<file path="src/source/byte_fifo.sv">
/* Byte FIFO between flash reader and boot interpreter, with flush */
`timescale 1ns/1ns
module byte_fifo #(
  parameter int DEPTH = 8
) (
  input  logic                         clk,
  input  logic                         arstn,
  input  logic                         i_push,
  input  logic [7:0]                   i_push_data,
  input  logic                         i_pop,
  input  logic                         i_flush,  // Drops all entries
  output logic                         o_valid,
  output logic [7:0]                   o_data,
  output logic [$clog2(DEPTH+1)-1:0]   o_space
);

  localparam int AW = (DEPTH > 1) ? $clog2(DEPTH) : 1;
  localparam int CW = $clog2(DEPTH + 1);

  logic [7:0]    mem [DEPTH];
  logic [AW-1:0] wr_ptr;
  logic [AW-1:0] rd_ptr;
  logic [CW-1:0] count;
  logic          full;
  logic          do_push;
  logic          do_pop;

  function automatic logic [AW-1:0] bump(input logic [AW-1:0] p);
    return (p == AW'(DEPTH - 1)) ? '0 : p + 1'b1;  // Wrap for any depth
  endfunction

  assign full    = (count == CW'(DEPTH));
  assign o_valid = (count != '0);
  assign o_data  = mem[rd_ptr];                   // Head visible the cycle after push
  assign o_space = CW'(DEPTH) - count;
  assign do_push = i_push & ~full;
  assign do_pop  = i_pop & o_valid;

  always_ff @(posedge clk or negedge arstn) begin
    if (!arstn) begin
      wr_ptr <= '0;
      rd_ptr <= '0;
      count  <= '0;
    end else if (i_flush) begin
      wr_ptr <= '0;
      rd_ptr <= '0;
      count  <= '0;
    end else begin
      if (do_push) wr_ptr <= bump(wr_ptr);
      if (do_pop) rd_ptr <= bump(rd_ptr);
      count <= count + CW'(do_push) - CW'(do_pop);
    end
  end

  always_ff @(posedge clk) begin
    if (do_push) mem[wr_ptr] <= i_push_data;
  end

  // Reader must count its in-flight byte, interpreter must check valid
  a_no_overflow: assert property (@(posedge clk) disable iff (!arstn)
    i_push |-> !full)
    else $error("push into full FIFO");
  a_no_underflow: assert property (@(posedge clk) disable iff (!arstn)
    i_pop |-> o_valid)
    else $error("pop from empty FIFO");

endmodule

</file>
<file path="config.mk">
export PLATFORM = sky130hd
export DESIGN_NAME = byte_fifo
export DESIGN_NICKNAME = d
export VERILOG_FILES = /design/src/source/byte_fifo.sv
export SDC_FILE = /design/constraint.sdc
export NUM_CORES = 1
export LEC_CHECK = 0
export ABC_CLOCK_PERIOD_IN_PS = 2400
export BUFFER_PORTS_ARGS = -buffer_cell sky130_fd_sc_hd__buf_2
export CELL_PAD_IN_SITES_DETAIL_PLACEMENT = 2
export CELL_PAD_IN_SITES_GLOBAL_PLACEMENT = 2
export CORE_AREA = 2 2 117 119
export DETAILED_ROUTE_END_ITERATION = 6
export DIE_AREA = 0 0 119 121
export PLACE_DENSITY = 0.51
export SYNTH_ARGS = -nofsm -noshare
export SYNTH_HDL_FRONTEND = slang
export SYNTH_SLANG_ARGS = --single-unit
</file>
<file path="constraint.sdc">
create_clock -name clk -period 2.4 [get_ports clk]
set_input_delay 0 -clock clk [delete_from_list [all_inputs] [get_ports clk]]
set_output_delay 0 -clock clk [all_outputs]
set_load 0.005 [all_outputs]
</file>
# Word level (Yosys, flattened, before mapping)
# Memory sizes are Yosys's and may differ from the RTL's.
# Cells that the tools add are included.
# word_totals
ff_bits,10
ramBits,64
inputBits,13
output_inout_bits,13
wordCells,27
memories,1
# classes
add_sub_neg,5
eq_ne,3
muxes,9
bitwise_logic,3
n_reduce_logical,3
# mem_list
name,words,width,read_ports,rd_clocked_by_memory_dff,write_ports,line_no,text
mem,8,8,1,0,1,20,logic [7:0] mem [DEPTH];
# ops
operator,count
two-way mux 3 bit,6
adder 3 x 1 -> 3 bit (second input constant),2
equality test 3 bit (second input constant),2
adder 4 x 1 -> 4 bit,1
equality test 4 bit (second input constant),1
two-way mux 4 bit,1
nonzero test 2 bit,2
nonzero test 4 bit,1
subtractor 4 x 1 -> 4 bit,1
subtractor 4 bit (first input constant),1
AND 1 bit,2
two-way mux 1 bit,2
NOT 1 bit,1

# Logic depth before layout (Yosys ltp)
# logic_depth
depth_word,6
ltp_mapped,10
ltp_nobuf,10

# Worst setup path before layout
# No wires, ideal clock.
# synth_path
path_kind,reg2reg
start,register count[1]
end,register count[2]
setup_ns,0.132
arrival_ns,2.150
required_ns,2.268
path_slack_ns,0.118
path_stages_with_launch,11
n_path_buf,0
period_less_slack_ns,2.282
path_cell_list,dfrtp_1 > inv_1 > ha_1 > a21boi_1 > inv_1 > ha_1 > inv_1 > ha_1 > fa_1 > xor2_1 > nor2_1
# synth_between
elab_chain_cells,6
word_cells_on_any_way,8
cone_classes,add/sub (2); eq/ne (1); mux (1); bitwise (3); reduce/logical (1)
# synth_rtl
item,line_no,text
start: declaration,23,logic [CW-1:0] count;
start signal: assignment,51,count <= count + CW'(do_push) - CW'(do_pop);
equality test 4 bit,32,assign full = (count == CW'(DEPTH));
NOT 1 bit,36,assign do_push = i_push & ~full;
AND 1 bit,36,
adder 4 x 1 -> 4 bit,51,
subtractor 4 x 1 -> 4 bit *,51,
two-way mux 4 bit *,44,end else if (i_flush) begin
# Mark *: on every way between the ends. The rest lies on a longest branch, timed or not.
# A chain may end at the register's enable or synchronous reset.

# Worst setup path in the final report
# layout_path
start,register count[0]
end,register count[2]
# The elaborated chain is that of the path after synthesis.

==> impl_summary.md <==
Outcome
The flow ran to the end, and the final reports show no timing, DRC or antenna violations.

Die
In this run the core area contains 42 standard-cell rows. The die is 121 microns tall. The die extent in x is 119 microns. In this run the count of I/O pins placed on the die edge is 26. The die covers 14400 sq um. The standard cell core area is 13090 sq um. The effective utilization at floorplan is 24.42%.

Timing
Setup repair after global routing left no endpoint under its margin. The final-report hold violation count is 0. In the post-route analysis, the smallest setup slack over all paths is 0.2287 ns.

The maximum operating frequency is 460.6 MHz. Setup total negative slack on the finished layout was measured at 0 ns. The count of pins over their slew limit came to 0.

The final period demand of the worst path is 2.171 ns. The setup-violating endpoint count in the final report is 0. In this run the tightest slew margin relative to its limit is 77.17%. On the final layout, the worst clock skew is 0.004888 ns.

The ratio of final minimum period to clock period is 90.47%. The transition time at the pin with the least slew margin is 0.3412 ns.

Drt
In the routed design, unresolved DRC markers number 0. Dividing the detail-routed wire length by the instance count gives 16.86 microns. The iteration count of the initial detailed-routing pass is 4.

Dividing the detail-routed via count by the number of cells gives 4.150. In this run the remaining antenna-violating nets after routing total 0. The routed design has 6878 microns of wire.

Detailed routing inserted a total of 1693 vias. The number of DRC markers in iteration 0 is 67.

Synthesis
During synthesis, Yosys emitted a total of 0 warnings. The largest area contributor in the netlist is sky130_fd_sc_hd__edfxtp_1. The share of Yosys cell area claimed by the top area cell type is 60.14%.

The synthesized instance count is 169. In the post-synthesis netlist, the cell with the most instances is sky130_fd_sc_hd__edfxtp_1. The post-synth net total is 195. By area the synthesized netlist is led by sky130_fd_sc_hd__edfxtp_1 60%, sky130_fd_sc_hd__mux4_1 13%, sky130_fd_sc_hd__dfrtp_1 7.8%, sky130_fd_sc_hd__ha_1 4.7%, sky130_fd_sc_hd__mux2_2 3.2%. After synthesis, the netlist uses 25 different library cells. In this run, synthesis produced a sequential element count of 74. The number of enable-type register cells in the synthesized netlist is 64. The commonest cells after synthesis are 64 x sky130_fd_sc_hd__edfxtp_1, 16 x sky130_fd_sc_hd__mux4_1, 14 x sky130_fd_sc_hd__nor2_1, 12 x sky130_fd_sc_hd__ha_1, 10 x sky130_fd_sc_hd__dfrtp_1.

The most frequently used flop master after synthesis is sky130_fd_sc_hd__edfxtp_1. The synthesized cell area is 3196 sq um. The async set-reset flop share out of synthesis is 13.51%.

The share of the Yosys chip area taken by registers is 67.97%. Averaged over all synthesized cells, the footprint is 18.91 sq um.

Place
The quantity of I/O buffers inserted on ports is 25. The setup slack at placement is 0.2048 ns. Summing all placed instances gives a cell area of 3636 sq um.

The post-detailed-placement half-perimeter wirelength is 4667 microns. At the end of routability-driven placement, the weighted congestion stood at 0.6666.

Final layout
The number of antenna diodes is 0. Relative to the synthesized area, the layout overhead comes to 25.76%. With fillers left out, the area of the finished cells amounts to 4019 sq um. The fill cell instance count of the final layout is 1322. The final layout contains 253 nets. Cells fill 30.71% of the core in the end. The ratio of cells with drive above 1 in the final layout is 29.31%.

Global routing
The pin count of the biggest net entering global routing is 19. The initial antenna violation count is 0. The first-pass GRT wire length is 10850 microns.

The number of global-route vias before repair came to 1809. The combined global-route utilization of all metal layers is 10.40%. The global route total overflow is 0.

Worst setup path
The critical path buffer and inverter count is 3. The type of element capturing the critical path is a register. The signal on the critical path passes through inv_1 > ha_1 > a21boi_1 > inv_1 > ha_1 > inv_1 > ha_1 > fa_1 > xor2_1 > nor2_1.

The worst register-to-register path has a setup slack of 0.23 ns. On the worst path, the slowest cell contributes a delay of 0.40 ns. The library cell contributing the largest single delay on the critical path is sky130_fd_sc_hd__dfrtp_1. Among cell families on the critical path, the largest total delay comes from adder cells. The worst setup path is launched from a register. The startpoint-to-endpoint class of the critical path is reg2reg. In this run the worst path has a maximum fanout of 4.

For the worst setup path, the data required time is 2.61 ns. The arrival time of the worst setup path is 2.38 ns.

Clock tree
For the worst-skew pair, the clock arrives at the later sink with an insertion delay of 0.33 ns. The CTS tree is done. The post-CTS setup buffer count is 0. The cell at the root of the clock tree is sky130_fd_sc_hd__clkbuf_16. The number of sinks driven by the clock tree is 74.

The number of buffers between clock root and the deepest sink is 2. The number of CTS-inserted buffers is 9. The clock-pin slew of the registers on the worst-case setup and hold paths is 0.06 ns.

CTS built an H-tree with a depth of 3.

Power and ir drop
The power per standard cell area is 923.1 nW/um^2. In this run the static leakage power is 1.484 nW. Across the VDD grid, the largest voltage drop is 0.3780 mV.

Run
The max-cap violation count is 0.

Hold path
The path class of the tightest hold or removal check is in2reg.
==> final cells by class <==
| cell class | instances | area [sq um] | area share, % |
|---|---|---|---|
| flip-flops and latches | 74 | 2172 | 54.05 |
| multi-input cells | 81 | 942.2 | 23.44 |
| repair buffers | 54 | 365.4 | 9.091 |
| clock buffers | 9 | 225.2 | 5.604 |
| well taps | 176 | 220.2 | 5.479 |
| clock inverters | 7 | 67.56 | 1.681 |
| inverters | 7 | 26.28 | 0.6538 |
==> per-layer routing <==
layer	part of all wire (%)	routed length (microns)	track usage [%]	vias up
met5	0	0	0	-
met4	1.6	110	4.688	0
met3	2.7	184	2.538	10
met2	46	3198	15.80	25
met1	49	3385	14.07	877
li1	-	-	-	781
==> power breakdown <==
group	leakage (nW)	internal [mW]	switching [mW]	total, mW
logic	0.629	0.445	0.414	0.859
clock network	0.141	0.802	0.503	1.31
registers	0.714	1.50	0.0448	1.55
==> worst paths after layout <==
path	from	end	cells after the start
worst max-delay path	count[0]$_DFF_PN0_	count[2]$_DFF_PN0_	10
worst min-delay path	i_flush	count[2]$_DFF_PN0_	2
worst max register to register	count[0]$_DFF_PN0_	count[2]$_DFF_PN0_	10
worst min register to register	wr_ptr[0]$_DFFE_PN0P_	wr_ptr[0]$_DFFE_PN0P_	2
max in group asynchronous	arstn	wr_ptr[1]$_DFFE_PN0P_	2
min in group asynchronous	arstn	count[3]$_DFF_PN0_	2
==> sequential cells by signal (all words and copies together) (netlist names) <==
signal	cells
wr_ptr	3
count	4
mem	64
rd_ptr	3
==> metrics by stage <==
step / power [mW] / hold WS [ns] / std cells
after global routing: 3.946 / 0.02726 / 408
after global placement: 2.434 / -0.1095 / 383
after floorplan: 2.110 / -0.2956 / 169
after CTS: 3.795 / 0.009856 / 408
after detailed placement: 2.445 / -0.1056 / 383
final: 3.710 / 0.01489 / 408
==> cells by family after synthesis <==
group | after synthesis | synth area share, %
AND/OR/NAND/NOR | 30 | 4.581
AO/OA/AOI/OAI | 6 | 1.174
flip-flops | 74 | 67.97
multiplexers | 29 | 17.58
XOR/XNOR | 3 | 0.8224
buffers and inverters | 14 | 2.545
adder cells (fa/ha/maj) | 13 | 5.325
==> layout by cell type, fill, tap and decap left out, drive strengths merged, types with 9 or more instances in the layout <==
master,netlist,routed
edfxtp,64,64
buf,4,45
mux4,16,16
nor2,14,14
ha,12,12
dfrtp,10,10
mux2,9,9
clkbuf,3,9
dlygate4sd3,0,9
inv,7,9
==> what timing repair did <==
action	CTS	global route
hold buffers	9	0
endpoints found under the hold margin	74	0
resized for setup	0	0
(Power assumes the default switching activity.)
