$ cat src/source/flash_boot_pkg.sv
/* Shared constants, enums and structs of the flash boot loader:
   word widths, flash opcode and format, FSM states, boot opcodes, RAM write record */
package flash_boot_pkg;

  // ========================================
  // Widths and constants
  // ========================================
  localparam int DATA_WIDTH = 18;                 // Data RAM word
  localparam int CODE_WIDTH = 16;                 // Code RAM word

  localparam logic [7:0] FAST_READ_OP = 8'h0B;    // SPI fast read, needs one dummy byte

  typedef logic [3:0] rate_t;                     // Flash SCLK divisor
  localparam rate_t RATE_POR = 4'd7;              // Slow until the image speeds it up

  // ========================================
  // Enums
  // ========================================
  typedef enum logic [2:0] {
    FMT_IDLE = 3'd0,                              // CS# high
    FMT_READ = 3'd2                               // Byte exchange, CS# held low
  } flash_format_e;

  typedef enum logic [1:0] {
    RD_OPEN,                                      // Opcode and 4 header bytes
    RD_STREAM,                                    // Dummy exchanges, bytes to FIFO
    RD_DRAIN,                                     // Finish last exchange after stop
    RD_DONE
  } reader_state_e;

  typedef enum logic [1:0] {
    OP_DATA_RUN,                                  // 0xxx xtbb
    OP_SET_RATE,                                  // 10xx rrrr
    OP_SET_REG,                                   // 110x xxxx
    OP_END                                        // 111r xxxx
  } boot_op_e;

  typedef enum logic [2:0] {
    IS_CMD,
    IS_RUN,
    IS_REG_HI,
    IS_REG_LO,
    IS_DONE
  } interp_state_e;

  // One loader write into code or data RAM
  typedef struct packed {
    logic                  target;                // 0 code, 1 data
    logic [15:0]           addr;
    logic [DATA_WIDTH-1:0] data;
  } mem_wr_t;

endpackage

$ cat src/source/boot_interpreter.sv
/* Boot language interpreter: runs of code/data words, rate, address and count loads, end */
`timescale 1ns/1ns
module boot_interpreter import flash_boot_pkg::*; (
  input  logic       clk,
  input  logic       arstn,
  input  logic       i_valid,               // FIFO has a byte
  input  logic [7:0] i_data,
  output logic       o_pop,
  output rate_t      o_rate,
  output logic       o_rate_load,
  output logic       o_stop,                // End command pulse
  output logic       o_wr_valid,
  output mem_wr_t    o_wr,
  output logic       o_p_reset,
  output logic       o_booting
);

  interp_state_e         state;
  boot_op_e              op;
  logic                  run_target;        // Target of the current run
  logic [1:0]            bytes;             // Bytes per word minus one
  logic [1:0]            byte_cnt;          // Bytes left in this word
  logic                  sel_count;         // Register load goes to count
  logic [15:0]           dest;              // Next write address
  logic [15:0]           count;             // Words left minus one
  logic [DATA_WIDTH-1:0] word;
  logic [DATA_WIDTH-1:0] word_next;
  logic                  first_byte;

  assign o_pop      = i_valid & (state != IS_DONE);   // One byte per cycle at most
  assign first_byte = (byte_cnt == bytes);
  assign word_next  = first_byte ? DATA_WIDTH'(i_data)
                                 : {word[DATA_WIDTH-9:0], i_data};  // Big-endian

  // ========================================
  // Command decode
  // ========================================
  always_comb begin
    if (!i_data[7])      op = OP_DATA_RUN;
    else if (!i_data[6]) op = OP_SET_RATE;
    else if (i_data[5])  op = OP_END;
    else                 op = OP_SET_REG;
  end

  // ========================================
  // Interpreter FSM
  // ========================================
  always_ff @(posedge clk or negedge arstn) begin
    if (!arstn) begin
      state       <= IS_CMD;
      run_target  <= 1'b0;
      bytes       <= 2'd0;
      byte_cnt    <= 2'd0;
      sel_count   <= 1'b0;
      dest        <= 16'd0;
      count       <= 16'd0;
      o_wr_valid  <= 1'b0;
      o_rate_load <= 1'b0;
      o_stop      <= 1'b0;
      o_p_reset   <= 1'b1;                    // Processor held until end
      o_booting   <= 1'b1;
    end else begin
      o_wr_valid  <= 1'b0;
      o_rate_load <= 1'b0;
      o_stop      <= 1'b0;
      if (o_pop) begin
        case (state)
          IS_CMD:
            case (op)
              OP_DATA_RUN: begin
                run_target <= i_data[2];
                bytes      <= i_data[1:0];
                byte_cnt   <= i_data[1:0];
                state      <= IS_RUN;
              end
              OP_SET_RATE: o_rate_load <= 1'b1;
              OP_SET_REG:
                if (i_data[4:2] == 3'b000) begin   // Other 110x codes ignored
                  sel_count <= i_data[1];
                  state     <= i_data[0] ? IS_REG_HI : IS_REG_LO;
                end
              default: begin                        // OP_END
                o_stop    <= 1'b1;
                o_p_reset <= i_data[4];
                o_booting <= 1'b0;
                state     <= IS_DONE;
              end
            endcase
          IS_RUN:
            if (byte_cnt != 2'd0) begin
              byte_cnt <= byte_cnt - 2'd1;
            end else begin
              byte_cnt   <= bytes;              // Word complete
              o_wr_valid <= 1'b1;
              dest       <= dest + 16'd1;
              if (count != 16'd0) count <= count - 16'd1;
              else state <= IS_CMD;              // Last word, count stays 0
            end
          IS_REG_HI: begin
            if (sel_count) count[15:8] <= i_data;
            else dest[15:8] <= i_data;
            state <= IS_REG_LO;
          end
          IS_REG_LO: begin
            if (sel_count) count[7:0] <= i_data;
            else dest[7:0] <= i_data;            // High byte kept
            state <= IS_CMD;
          end
          default: ;                             // IS_DONE
        endcase
      end
    end
  end

  // Word assembly and write payload
  always_ff @(posedge clk) begin
    if (o_pop && state == IS_RUN) begin
      word        <= word_next;
      o_wr.target <= run_target;
      o_wr.addr   <= dest;
      o_wr.data   <= word_next;
    end
    if (o_pop && state == IS_CMD && op == OP_SET_RATE) o_rate <= i_data[3:0];
  end

endmodule

$ cat config.mk
export PLATFORM = sky130hd
export DESIGN_NAME = boot_interpreter
export DESIGN_NICKNAME = d
export VERILOG_FILES = /design/src/source/flash_boot_pkg.sv /design/src/source/boot_interpreter.sv
export SDC_FILE = /design/constraint.sdc
export NUM_CORES = 1
export LEC_CHECK = 0
export BUFFER_PORTS_ARGS = -buffer_cell sky130_fd_sc_hd__buf_2
export CAP_MARGIN = 25
export CORE_MARGIN = 5
export CORE_UTILIZATION = 57
export CTS_CLUSTER_DIAMETER = 30
export DETAILED_ROUTE_END_ITERATION = 8
export PLACE_DENSITY = 0.78
export SYNTH_ARGS = -nofsm -noshare
export SYNTH_HDL_FRONTEND = slang
export SYNTH_SLANG_ARGS = --single-unit
$ cat constraint.sdc
create_clock -name clk -period 3.1 [get_ports clk]
set_input_delay 0.62 -clock clk [delete_from_list [all_inputs] [get_ports clk]]
set_output_delay 0.62 -clock clk [all_outputs]
set_load 0.01 [all_outputs]
### Yosys cells after proc, flatten, opt, wreduce, memory -nomap -nowiden

Index checks and enable logic that the tools add are counted.
W data, S select, Z words.

| storage, ports and cells | value |
|---|---|
| register bits | 85 |
| input port bits | 11 |
| output and inout port bits | 45 |
| logic and storage cells | 93 |

| cells by class | value |
|---|---|
| $add $sub $neg | 3 |
| equal/unequal tests | 17 |
| multiplexer cells | 30 |
| bitwise operators | 2 |
| reduce and logical (&&, ||, !) cells | 22 |

Operator list:

| cell | count |
|---|---|
| $pmux W8 S2 | 4 |
| $mux W16 | 3 |
| $add A16 B1 Y16 const B | 1 |
| $mux W8 | 2 |
| $ne A2 B2 Y1 const B | 8 |
| $reduce_bool A16 Y1 | 1 |
| $sub A16 B1 Y16 const B | 1 |
| $pmux W3 S4 | 1 |
| $reduce_and A4 Y1 | 3 |
| $mux W1 | 11 |
| $reduce_and A5 Y1 | 2 |
| $mux W3 | 3 |
| $pmux W3 S3 | 1 |
| $reduce_and A3 Y1 | 3 |
| $mux W2 | 4 |
| $reduce_bool A2 Y1 | 4 |
| $eq A3 B2 Y1 const B | 2 |
| $logic_not A3 Y1 | 2 |
| $ne A3 B3 Y1 const B | 2 |
| $reduce_and A6 Y1 | 1 |
| $pmux W2 S2 | 1 |
| $reduce_bool A4 Y1 | 1 |
| $eq A3 B1 Y1 const B | 1 |
| $logic_and A1 B1 Y1 | 3 |
| other kinds (9) | 9 |

### Longest topological paths before layout

| depth | value |
|---|---|
| depth in word-level cells | 8 |
| depth in mapped cells | 8 |

### Worst setup path before layout

Ideal clock, no wire load.

| timing path | value |
|---|---|
| kind | reg-to-reg |
| start | register state[2] |
| end | register o_wr[18] in the netlist's numbering (enable) |
| library setup time | 427 ps |
| arrival time | 2426 ps |
| required time | 2673 ps |
| slack | 247 ps |
| cell stages (with the launch flop) | 4 |
| cells stage by stage | dfrtp_1 or3b_1 buf_2 nor2_1 |

| on the way | value |
|---|---|
| longest elaborated chain between the ends | 3 |

RTL lines:

| what | line | source |
|---|---|---|
| start, declared | boot_interpreter.sv:18 | `interp_state_e state;` |
| start signal, assigned | boot_interpreter.sv:80 | `state <= i_data[0] ? IS_REG_HI : IS_REG_LO;` |
| $ne A3 B3 Y1 | boot_interpreter.sv:30 | `assign o_pop = i_valid & (state != IS_DONE);` |
| $and A1 B1 Y1 | boot_interpreter.sv:30 |  |
| $logic_and A1 B1 Y1 (*) | boot_interpreter.sv:117 | `if (o_pop && state == IS_RUN) begin` |
| end, declared | boot_interpreter.sv:13 | `output mem_wr_t o_wr,` |

Mark *: on every way between the ends. The rest lies on a longest branch, timed or not.
A chain may end at the register's enable or synchronous reset.

### Worst setup path in the final report

| timing path | value |
|---|---|
| start | register state[1] |
| end | output o_pop |

| on the way | value |
|---|---|
| longest elaborated chain between the ends | 2 |

RTL lines:

| what | line | source |
|---|---|---|
| $ne A3 B3 Y1 | boot_interpreter.sv:30 |  |
| $and A1 B1 Y1 | boot_interpreter.sv:30 |  |
| end, declared | boot_interpreter.sv:8 | `output logic o_pop,` |

Every way passes these cells.

==> impl_metrics.ini <==
[yosys]
synth_top_area_cell = edfxtp_1
syn_area_um2 = 4010
synthMuxAreaShare = 0.0206
avgSynthCellArea_um2 = 11.1
synth_nets = 374
seq_area_frac_synth = 0.580
synth_top_family_by_area = compound AO/OA/AOI/OAI gates
synth-xor-area-share = 0.00437
synth_cell_type_count = 60
ys.flop_type = dfrtp_1
synth_edf_count = 39
synth_seq_cells = 85
synth_compound_area_frac = 0.182
synth-simple-area-share = 0.179
synth_adder_area_share = 0.00624
synthTopCellsByArea = edfxtp_1 (29%), dfrtp_1 (27%), o21ai_0 (4.0%), a21oi_1 (3.7%), nor2_1 (3.3%)
syn_inst = 361
ys.warnings.count = 0
async_reset_ff_frac = 0.541
yosys.area.top_type_share = 0.292

[power_and_ir_drop]
power.density_nw_per_um2 = 873
combinationalPowerShare = 0.323
switching_share = 0.383
seq_power_share = 0.491
finalPower_w = 0.00398
leakage_nw = 1.81
p_clk_frac = 0.186
p_int_w = 0.00245
switchingPower_w = 0.00152
max-vdd-ir-drop_mv = 0.474

[drt]
drtAntennaViolNets = 0
drc = 0
wirelength_mm = 8.80
firstDrtPassIters = 5
vias = 3085
drt_iter0_drc = 234
avgRoutedWirePerCell_um = 17.2
viasPerCell = 6.03

[sta]
relSlewSlack = 0.497
setup_violations = 0
tightest_slew_ns = 0.748
hold_viol_final = 0
max_clock_freq_mhz = 434
skew_ns = 0.0148
rsz0062_at_grt = false
whs_ns = 0.0682
setup-tns-final_ns = 0
finalMaxSlewViolations = 0
period_needed_ns = 2.30
post-route-period-util = 0.743

[cts]
clock_sinks = 85
cts_buffers = 9
clock_path_buffers = 2
root_buffer = clkbuf_8
htreeDepth = 3
cts_resized = 0
cts_hold_buffers = 0
cts_tree = done
cts_setup_buffers = 0
insertion_delay_ns = 0.36
clk_pin_slew_ns = 0.10

[run]
drv_cap = 0

[place]
dp_hpwl_mm = 5.98
place_congestion = 0.875
io_buffers = 55

[die]
die_area_um2 = 8810
start_util = 0.587
core_um2 = 6830
die_h_um = 93.9
rows = 30
die_w_um = 93.9
ios = 56

[grt]
grt_use_met2 = 0.347
grt_max_degree = 47
grt-busiest-layer = met2
grt_remaining_overflow = 0
antenna_found_initial = 0
grt_pass1_wl_mm = 14.8
grt_pass1_vias = 2952
grt_util_met3 = 0.0529
grtUsageTotal = 0.216
grtUsageMet1 = 0.289

[worst_setup_path]
crit_fanout = 15
crit_type = register to primary output
crit_required_ns = 2.48
cp-end-kind = primary output
start_kind = register
crit_arrival_ns = 1.68

[finish]
final_util = 0.666
area_growth_pct = 13.6
layout-drive-gt1-share = 0.245
n_antenna_cell = 0
fin_nets = 424

[hold_path]
hold_class = input pin to async pin

[run_status]
status = completed
==> placed cells by master, fill, tap and decap left out, types with 5 or more instances in the layout <==
cell type,netlist,final
a31oi_1,9,9
and3_1,6,6
clkbuf_8,0,9
and2_1,11,11
o22a_1,6,6
o21ai_0,32,32
buf_2,6,55
a21oi_1,30,30
nand2_1,26,26
inv_1,7,7
a2bb2oi_1,5,5
dfrtp_1,44,44
edfxtp_1,39,39
nor3_1,5,5
nor2_1,35,34
mux2_2,6,6
nand3_1,6,6
==> metrics by stage <==
| stage | cells | cell area [um^2] | setup WS, ns |
|---|---|---|---|
| finish | 512 | 4550 | 0.796 |
| global route | 512 | 4550 | 0.659 |
| CTS | 511 | 4530 | 0.812 |
| detailed placement | 495 | 4350 | 0.881 |
| global placement | 495 | 4350 | 0.958 |
| floorplan | 361 | 4010 | 0.247 |
==> power groups by stage <==
stage | clock, W | sequential (W) | combinational, W
finish | 0.000740 | 0.00195 | 0.00128
global route | 0.000810 | 0.00200 | 0.00145
CTS | 0.000754 | 0.00194 | 0.00129
detailed placement | 0 | 0.00197 | 0.00128
global placement | 0 | 0.00195 | 0.00123
floorplan | 0 | 0.00191 | 0.000960
==> routing by layer <==
metal  vias to the layer above  share of wire
met5                         -              0
met4                         0          0.016
met3                        16          0.065
met2                       116           0.49
met1                      1504           0.43
li1                       1449              -
==> final timing paths <==
| path | startpoint | endpoint | slack [ns] | cells after the start |
|---|---|---|---|---|
| max in group asynchronous | arstn | dest[14] | 2.57 | 2 |
| min in group clk | dest[6] | o_wr[24] | 0.48 | 0 |
| worst min register to register | dest[6] | o_wr[24] | 0.48 | 0 |
| worst max register to register | state[1] | dest[12] | 0.83 | 5 |
| worst min-delay path | arstn | o_stop | 0.07 | 1 |
| worst max-delay path | state[1] | o_pop | 0.80 | 3 |
==> layout make-up <==
type	count	area, um^2
fill	566	2280
timing repair buffer	58	310
sequential	85	2320
multi-input combinational	250	1580
clock inverter	7	63.8
clock buffer	9	124
tap	96	120
inverter	7	26.3
==> kinds of logic (layout without fill, tap and decap cells) <==
| family | after synthesis | count (layout) |
|---|---|---|
| AO/OA/AOI/OAI | 114 | 114 |
| XOR/XNOR | 2 | 2 |
| buffers and inverters | 26 | 81 |
| AND/OR/NAND/NOR | 125 | 125 |
| flip-flops | 85 | 85 |
| multiplexers | 7 | 7 |
| adder cells (fa/ha/maj) | 2 | 2 |
==> cells in the mapped netlist (all sizes together) (5+ instances only) <==
| cell | instances |
|---|---|
| nor4 | 5 |
| inv | 7 |
| clkbuf | 11 |
| edfxtp | 39 |
| nor3b | 5 |
| nand2 | 26 |
| buf | 8 |
| mux2 | 7 |
| dfrtp | 44 |
| nor2 | 35 |
| a31oi | 9 |
| a2bb2oi | 5 |
| o21ai | 35 |
| o22a | 6 |
| and3 | 6 |
| nand3 | 6 |
| and2 | 12 |
| nor3 | 7 |
| a21oi | 30 |
==> state kept, by name, summed over array words and instances (netlist names) <==
signal / count
o_stop: 1
o_rate: 4
count: 16
sel_count: 1
dest: 16
state: 3
o_booting: 1
byte_cnt: 2
bytes: 2
o_rate_load: 1
o_p_reset: 1
o_wr_valid: 1
o_wr: 17
word: 18
run_target: 1
==> critical path, stage by stage, from the launching register on <==
cell and delay (ns):
dfrtp_1 0.59, nor2_1 0.19, a21oi_1 0.35, buf_2 0.20
(Power assumes the default switching activity.)
