**config.mk**
```make
export PLATFORM = sky130hd
export DESIGN_NAME = flash_reader
export DESIGN_NICKNAME = d
export VERILOG_FILES = /design/src/source/flash_boot_pkg.sv /design/src/source/flash_reader.sv
export SDC_FILE = /design/constraint.sdc
export NUM_CORES = 1
export LEC_CHECK = 0
export BUFFER_PORTS_ARGS = -buffer_cell sky130_fd_sc_hd__buf_4
export CAP_MARGIN = 20
export CORE_MARGIN = 2
export CORE_UTILIZATION = 43
export CTS_CLUSTER_SIZE = 25
export DETAILED_ROUTE_END_ITERATION = 10
export PLACE_DENSITY = 0.85
export SLEW_MARGIN = 30
export SYNTH_ARGS = -nofsm -noshare
export SYNTH_HDL_FRONTEND = slang
export SYNTH_SLANG_ARGS = --single-unit
```
**constraint.sdc**
```tcl
create_clock -name clk -period 1.35 [get_ports clk]
set_input_delay 0.2025 -clock clk [delete_from_list [all_inputs] [get_ports clk]]
set_output_delay 0.2025 -clock clk [all_outputs]
set_load 0.1 [all_outputs]
```
**src/source/flash_boot_pkg.sv**
```systemverilog
/* Shared constants, enums and structs of the flash boot loader:
   word widths, flash opcode and format, FSM states, boot opcodes, RAM write record */
package flash_boot_pkg;

  // ========================================
  // Widths and constants
  // ========================================
  localparam int DATA_WIDTH = 18;                 // Data RAM word
  localparam int CODE_WIDTH = 16;                 // Code RAM word

  localparam logic [7:0] FAST_READ_OP = 8'h0B;    // SPI fast read, needs one dummy byte

  typedef logic [3:0] rate_t;                     // Flash SCLK divisor
  localparam rate_t RATE_POR = 4'd7;              // Slow until the image speeds it up

  // ========================================
  // Enums
  // ========================================
  typedef enum logic [2:0] {
    FMT_IDLE = 3'd0,                              // CS# high
    FMT_READ = 3'd2                               // Byte exchange, CS# held low
  } flash_format_e;

  typedef enum logic [1:0] {
    RD_OPEN,                                      // Opcode and 4 header bytes
    RD_STREAM,                                    // Dummy exchanges, bytes to FIFO
    RD_DRAIN,                                     // Finish last exchange after stop
    RD_DONE
  } reader_state_e;

  typedef enum logic [1:0] {
    OP_DATA_RUN,                                  // 0xxx xtbb
    OP_SET_RATE,                                  // 10xx rrrr
    OP_SET_REG,                                   // 110x xxxx
    OP_END                                        // 111r xxxx
  } boot_op_e;

  typedef enum logic [2:0] {
    IS_CMD,
    IS_RUN,
    IS_REG_HI,
    IS_REG_LO,
    IS_DONE
  } interp_state_e;

  // One loader write into code or data RAM
  typedef struct packed {
    logic                  target;                // 0 code, 1 data
    logic [15:0]           addr;
    logic [DATA_WIDTH-1:0] data;
  } mem_wr_t;

endpackage

```
**src/source/flash_reader.sv**
```systemverilog
/* Flash reader: fast-read header sequencer and byte streamer into the boot FIFO */
`timescale 1ns/1ns
module flash_reader import flash_boot_pkg::*; #(
  parameter int BASEBLOCK  = 0,                   // First 64KB sector of the image
  parameter int FIFO_DEPTH = 8
) (
  input  logic                               clk,
  input  logic                               arstn,
  input  logic                               i_f_ready,  // Flash idle, i_f_din valid
  input  logic [7:0]                         i_f_din,
  input  logic [$clog2(FIFO_DEPTH+1)-1:0]    i_space,    // FIFO free entries
  input  rate_t                              i_rate,
  input  logic                               i_rate_load,
  input  logic                               i_stop,     // End command seen
  output logic                               o_f_wr,     // One-cycle exchange strobe
  output logic [7:0]                         o_f_dout,
  output flash_format_e                      o_f_format,
  output rate_t                              o_f_rate,
  output logic                               o_push,
  output logic [7:0]                         o_push_data
);

  localparam int SW = $clog2(FIFO_DEPTH + 1);

  reader_state_e state;
  logic [2:0]    hdr_cnt;                         // Header bytes sent
  logic          in_flight;                       // Exchange started, not finished
  logic          f_ok;
  logic          f_done;
  logic          can_issue;
  logic [7:0]    next_dout;

  assign f_ok      = i_f_ready & ~o_f_wr & ~in_flight;
  assign f_done    = i_f_ready & ~o_f_wr & in_flight;   // Received byte on i_f_din
  assign can_issue = f_ok & (i_space > SW'(o_push));    // Pending push takes a slot

  always_comb begin
    case (hdr_cnt)
      3'd0:    next_dout = FAST_READ_OP;
      3'd1:    next_dout = BASEBLOCK[7:0];
      default: next_dout = 8'h00;                 // Address low bytes, dummy, stream
    endcase
  end

  always_ff @(posedge clk or negedge arstn) begin
    if (!arstn) begin
      state      <= RD_OPEN;
      hdr_cnt    <= 3'd0;
      in_flight  <= 1'b0;
      o_f_wr     <= 1'b0;
      o_f_format <= FMT_IDLE;
      o_f_rate   <= RATE_POR;
      o_push     <= 1'b0;
    end else begin
      o_f_wr <= 1'b0;                             // Strobes are single cycle
      o_push <= 1'b0;
      if (f_done) in_flight <= 1'b0;
      if (i_stop && state != RD_DONE) begin
        state <= RD_DRAIN;                        // Any byte in flight is dropped
      end else begin
        case (state)
          RD_OPEN:
            if (f_ok) begin
              if (hdr_cnt == 3'd5) begin
                state <= RD_STREAM;               // Fifth header byte done
              end else begin
                o_f_wr     <= 1'b1;
                in_flight  <= 1'b1;
                o_f_format <= FMT_READ;           // CS# low from the opcode on
                hdr_cnt    <= hdr_cnt + 3'd1;
              end
            end
          RD_STREAM: begin
            if (f_done) o_push <= 1'b1;
            if (can_issue) begin
              o_f_wr    <= 1'b1;
              in_flight <= 1'b1;
            end
          end
          RD_DRAIN:
            if (!in_flight || f_done) begin
              o_f_format <= FMT_IDLE;             // Raise CS#
              state      <= RD_DONE;
            end
          default: ;                              // RD_DONE, parked
        endcase
      end
      if (i_rate_load) o_f_rate <= i_rate;
    end
  end

  // Data path
  always_ff @(posedge clk) begin
    o_f_dout    <= (state == RD_OPEN) ? next_dout : 8'h00;
    o_push_data <= i_f_din;                       // Paired with o_push one cycle later
  end

  // Flash must still be ready when it samples the strobe
  a_wr_ready: assert property (@(posedge clk) disable iff (!arstn)
    o_f_wr |-> i_f_ready)
    else $error("o_f_wr while flash busy");

endmodule

```
== Word-level counts from Yosys, hierarchy flattened ==
Index checks and enable logic that the tools add are counted.

* Register bits: 31
* Bits of input ports: 21
* Output and inout port bits: 25

* $add $sub $neg: 1
* Bitwise logic cells: 8
* Reductions and logical operators: 10
* Equal/unequal tests: 10
* Order comparisons: 1
* Multiplexer cells: 24

{| class="wikitable"
|+ Operators with widths
! cell !! count
|-
| 1-bit two-way mux || 12
|-
| 3-bit two-way mux || 3
|-
| 3-bit inequality test, second input constant || 3
|-
| 2-bit two-way mux || 4
|-
| 2-bit inequality test, second input constant || 4
|-
| 4-bit AND reduction || 2
|-
| 3-bit case mux with 2 select lines || 1
|-
| 5-bit AND reduction || 1
|-
| 1-bit bitwise AND || 4
|-
| 4-bit by 1-bit greater-than comparator with 1-bit output || 1
|-
| 4-bit two-way mux || 1
|-
| 1-bit inverter || 4
|-
| 1-bit case mux with 2 select lines || 2
|-
| 2-bit case mux with 2 select lines || 1
|-
| 3-bit by 1-bit adder with 3-bit output, second input constant || 1
|-
| 3-bit equality test, second input constant || 1
|-
| 3-bit zero test || 1
|-
| 3-bit nonzero test || 1
|-
| 2-bit by 1-bit equality test with 1-bit output, second input constant || 1
|-
| 2-bit equality test, second input constant || 1
|-
| 2-bit zero test || 1
|-
| 2-bit nonzero test || 1
|-
| 1-bit logical AND || 1
|-
| 1-bit zero test || 1
|-
| 1-bit logical OR || 1
|}

== Depth between registers and ports, before layout ==
* Depth in word-level cells: 8
* Depth in mapped cells: 6
* Mapped depth without buffers: 6

== Worst setup path after synthesis ==
No wires, ideal clock.

* Kind: reg2reg
* Start: register o_push
* End: register in_flight
* Stages on the path, launching flop included: 5
* Clock period less this slack: 1.672 ns
* Required time: 1.274 ns
* Setup slack: -0.322 ns
* Data arrival time: 1.596 ns
* Cells stage by stage: dfrtp_1 ha_1 o21ai_1 o211ai_1 o21ai_1

* Cells in the longest elaborated chain, start to end: 5

{| class="wikitable"
|+ RTL lines
! what !! RTL line !! source
|-
| start: declaration || flash_reader.sv:19 || <nowiki>output logic o_push,</nowiki>
|-
| start signal: assignment || flash_reader.sv:53 || <nowiki>o_push <= 1'b0;</nowiki>
|-
| start signal: assignment || flash_reader.sv:56 || <nowiki>o_push <= 1'b0;</nowiki>
|-
| start signal: assignment || flash_reader.sv:74 || <nowiki>if (f_done) o_push <= 1'b1;</nowiki>
|-
| 4-bit by 1-bit greater-than comparator with 1-bit output || flash_reader.sv:35 || <nowiki>assign can_issue = f_ok & (i_space > SW'(o_push));</nowiki>
|-
| 1-bit bitwise AND || flash_reader.sv:35 ||
|-
| 1-bit two-way mux || flash_reader.sv:75 || <nowiki>if (can_issue) begin</nowiki>
|-
| 1-bit case mux with 2 select lines || flash_reader.sv:61 || <nowiki>case (state)</nowiki>
|-
| 1-bit two-way mux || flash_reader.sv:58 || <nowiki>if (i_stop && state != RD_DONE) begin</nowiki>
|-
| end signal: assignment || flash_reader.sv:57 || <nowiki>if (f_done) in_flight <= 1'b0;</nowiki>
|-
| end signal: assignment || flash_reader.sv:68 || <nowiki>in_flight <= 1'b1;</nowiki>
|-
| end signal: assignment || flash_reader.sv:77 || <nowiki>in_flight <= 1'b1;</nowiki>
|-
| end: declaration || flash_reader.sv:27 || <nowiki>logic in_flight;</nowiki>
|}

Every way passes these cells.
A chain may end at the register's enable or synchronous reset.

== Worst setup path after layout ==
* Start: register o_f_wr
* End: register hdr_cnt[2]

* Cells in the longest elaborated chain, start to end: 4

{| class="wikitable"
|+ RTL lines
! what !! RTL line !! source
|-
| start: declaration || flash_reader.sv:15 || <nowiki>output logic o_f_wr,</nowiki>
|-
| start signal: assignment || flash_reader.sv:50 || <nowiki>o_f_wr <= 1'b0;</nowiki>
|-
| start signal: assignment || flash_reader.sv:55 || <nowiki>o_f_wr <= 1'b0;</nowiki>
|-
| start signal: assignment || flash_reader.sv:67 || <nowiki>o_f_wr <= 1'b1;</nowiki>
|-
| 1-bit inverter || flash_reader.sv:33 || <nowiki>assign f_ok = i_f_ready & ~o_f_wr & ~in_flight;</nowiki>
|-
| 1-bit bitwise AND (2 in series) || flash_reader.sv:33 ||
|-
| 4-bit AND reduction (no source line) || - ||
|-
| end signal: assignment || flash_reader.sv:70 || <nowiki>hdr_cnt <= hdr_cnt + 3'd1;</nowiki>
|-
| end: declaration || flash_reader.sv:26 || <nowiki>logic [2:0] hdr_cnt;</nowiki>
|}

Every way passes these cells.

==> flow_metrics.py <==
metrics = {
    "logic_synthesis": {
        "synth_cells": 71,
        "ys_warn_count": 0,
        "synth-edff-count": 0,
        "syn-mean-instance-area_um2": 12.3,
        "yosysSeqAreaShare_pct": 58.4,
        "synthFlopType": "dfrtp_1",
        "synth_common_cells": "dfrtp_1, buf_4, dfxtp_1",
        "yosys.area.top_type": "dfrtp_1",
        "synth_area_um2": 872,
        "synthDistinctLibCells": 25,
        "synth-seq-cells": 22,
        "ys_top_cells_by_area": "dfrtp_1, dfxtp_1, dfstp_2, buf_4, ha_1",
        "synthArstFlopShare_pct": 59.1,
        "synth_top_area_share_pct": 28.7,
        "yosysMostFrequentCell": "dfrtp_1",
    },
    "floorplan": {
        "core_area_um2": 1940,
        "ios": 46,
        "start_util_pct": 44.9,
        "die_area_um2": 2400,
        "dieWidth_um": 49.0,
        "die_y_um": 49.0,
        "num_rows": 16,
    },
    "detailed_routing": {
        "first_iter_violations": 5,
        "drt_wl_total_mm": 1.77,
        "drc": 0,
        "wl_per_cell_um": 12.1,
        "vias_per_cell": 4.49,
        "dr.pass1.iters": 4,
        "dr_total_vias": 655,
        "postRouteAntennaNets": 0,
    },
    "power": {
        "p_int_uw": 972,
        "vdd_drop_max_v": 0.000985,
        "power_frac_seq_pct": 47.5,
        "powerDensity_nw_per_um2": 1150,
        "clkPwrFrac_pct": 23.4,
        "p_sw_uw": 523,
        "leakagePower_nw": 0.611,
        "p_comb_share_pct": 29.1,
        "p_total_mw": 1.50,
        "swShare_pct": 35.0,
    },
    "sta": {
        "finalWorstSetupSlack_ns": 0.0403,
        "setup-violations-final": 0,
        "max_freq_mhz": 764,
        "finClkSkew_ns": 0.00182,
        "hold_viol_final": 0,
        "fin_crit_ns": 1.31,
        "drv_slew": 0,
        "fin_crit_sh_pct": 97.0,
    },
    "final_layout": {
        "nNetsFinal": 145,
        "regArea_um2": 517,
        "n_antenna_cell": 0,
        "multiInputGateArea_um2": 312,
        "stdcell_count": 146,
        "syn2layout_area_growth_pct": 48.6,
        "drive_gt1_share_pct": 52.1,
        "fill_cells": 142,
        "post-route-cell-area_um2": 1300,
    },
    "clocking": {
        "clock_sinks": 22,
        "clk_latency_ns": 0.30,
        "cts_setup_buffers": 0,
        "clk_path_buf_depth": 2,
        "cts_made_buffers": 3,
        "tritoncts": "yes",
        "cts-htree-levels": 1,
        "cts.clk_slew.worst_paths_ns": 0.11,
        "clockRootBuffer": "clkbuf_4",
    },
    "flow_run": {
        "maxCapViolCount": 0,
    },
    "place": {
        "dp.cells": 133,
        "place_hpwl_mm": 1.30,
        "place_congestion": 0.898,
        "pre_cts_slack_ns": 0.0416,
        "placed_area_um2": 1150,
        "port_buffers": 38,
    },
    "worst_setup_path": {
        "rrSetupSlack_ns": 0.04,
        "reg2reg_to": "hdr_cnt[2]",
        "worstRegToRegCells": 4,
        "cp-start-kind": "register",
        "cp.arrival_ns": 1.51,
        "crit_path_end_kind": "register",
        "crit_fanout": 5,
        "r2r_start": "o_f_wr",
        "crit_type": "register to register",
        "required_ns": 1.55,
    },
    "grt": {
        "antenna_found_initial": 0,
        "grt_pass1_wl_mm": 2.93,
        "grt_pass1_vias": 707,
        "grt_start_max_net_pins": 14,
        "grt_util_all_layers_pct": 16.2,
        "grt_overflow": 0,
    },
    "min_path": {
        "hold_start": "i_rate[3]",
        "hold_path_depth": 2,
        "hp-class": "input pin to register",
        "holdPathEnd": "o_f_rate[3]",
    },
    "run_status": {
        "status": "completed",
    },
}
[worst max-delay path by stage]
stage           startpoint          end  cells after the start
2_1_floorplan       o_f_wr   hdr_cnt[2]                      4
3_3_place_gp        o_f_wr   hdr_cnt[2]                      4
3_5_place_dp    hdr_cnt[1]   hdr_cnt[2]                      6
4_1_cts        o_f_rate[0]  o_f_rate[0]                      1
5_1_grt         hdr_cnt[1]   hdr_cnt[1]                      5
6_report            o_f_wr   hdr_cnt[2]                      4
[metrics by stage]
stage               hold WS, ns  utilization (%)  TNS (ns)
floorplan               -0.0931                -    -0.125
global placement         0.0508             59.4         0
detailed placement       0.0564             59.4         0
CTS                       0.114             66.3         0
global route              0.111             66.8  -0.00253
finish                    0.129             66.8         0
[cell families (layout without fill, tap and decap cells)]
kind of cell | Yosys count | in the layout | synth area share (%)
buf+inv | 12 | 54 | 9.04
fa+ha+maj | 4 | 4 | 5.74
xor+xnor | 2 | 2 | 2.87
flops | 22 | 22 | 58.4
compound gates | 11 | 11 | 7.46
mux | 4 | 4 | 5.16
other cells | 1 | 7 | 0.430
simple gates | 15 | 15 | 10.9
[power groups by stage]
stage / combinational (mW) / sequential, mW / clock [mW]
5_1_grt: 0.451 / 0.714 / 0.388
3_5_place_dp: 0.407 / 0.722 / 0
6_report: 0.435 / 0.710 / 0.349
4_1_cts: 0.432 / 0.710 / 0.369
2_1_floorplan: 0.137 / 0.905 / 0
3_3_place_gp: 0.402 / 0.720 / 0
[registers in the layout (all words and copies together), names as in the netlist]
register / flops
o_push_data: 8
o_f_rate: 4
hdr_cnt: 3
state: 2
in_flight: 1
o_f_dout: 1
o_f_format: 1
o_f_wr: 1
o_push: 1
[timing repair]
action / in CTS / in global routing
gates resized for setup: 2 / 3
hold buffers: 9 / 0
gates cloned: 0 / 0
endpoints found under the setup margin: 2 / 3
hold endpoints to repair: 21 / 0
[final cells by class]
type	count	area share, %
multi-input combinational	43	24.0
sequential	22	39.9
inverter	3	0.869
tap	27	2.61
clock buffer	4	2.80
timing repair buffer	47	29.8
[metal layers]
| layer | part of all wire, % | track usage (%) |
|---|---|---|
| met3 | 6.4 | 3.68 |
| met1 | 41 | 17.3 |
| met5 | 0 | 0 |
| met4 | 2.2 | 10.5 |
| met2 | 50 | 28.5 |
[cell usage in the layout, fill, tap and decap left out, types with 4 or more instances in the layout]
cell,n
dfxtp_1,8
buf_4,35
conb_1,7
dlygate4sd3_1,9
mux2_2,4
dfrtp_1,7
[worst max-delay path: stages (launching register included)]
cell,delay [ns]
dfrtp_4,0.49
nand2b_4,0.16
and4b_4,0.36
nand2_2,0.07
xnor2_2,0.12
Power figures use the tool's default switching activity.
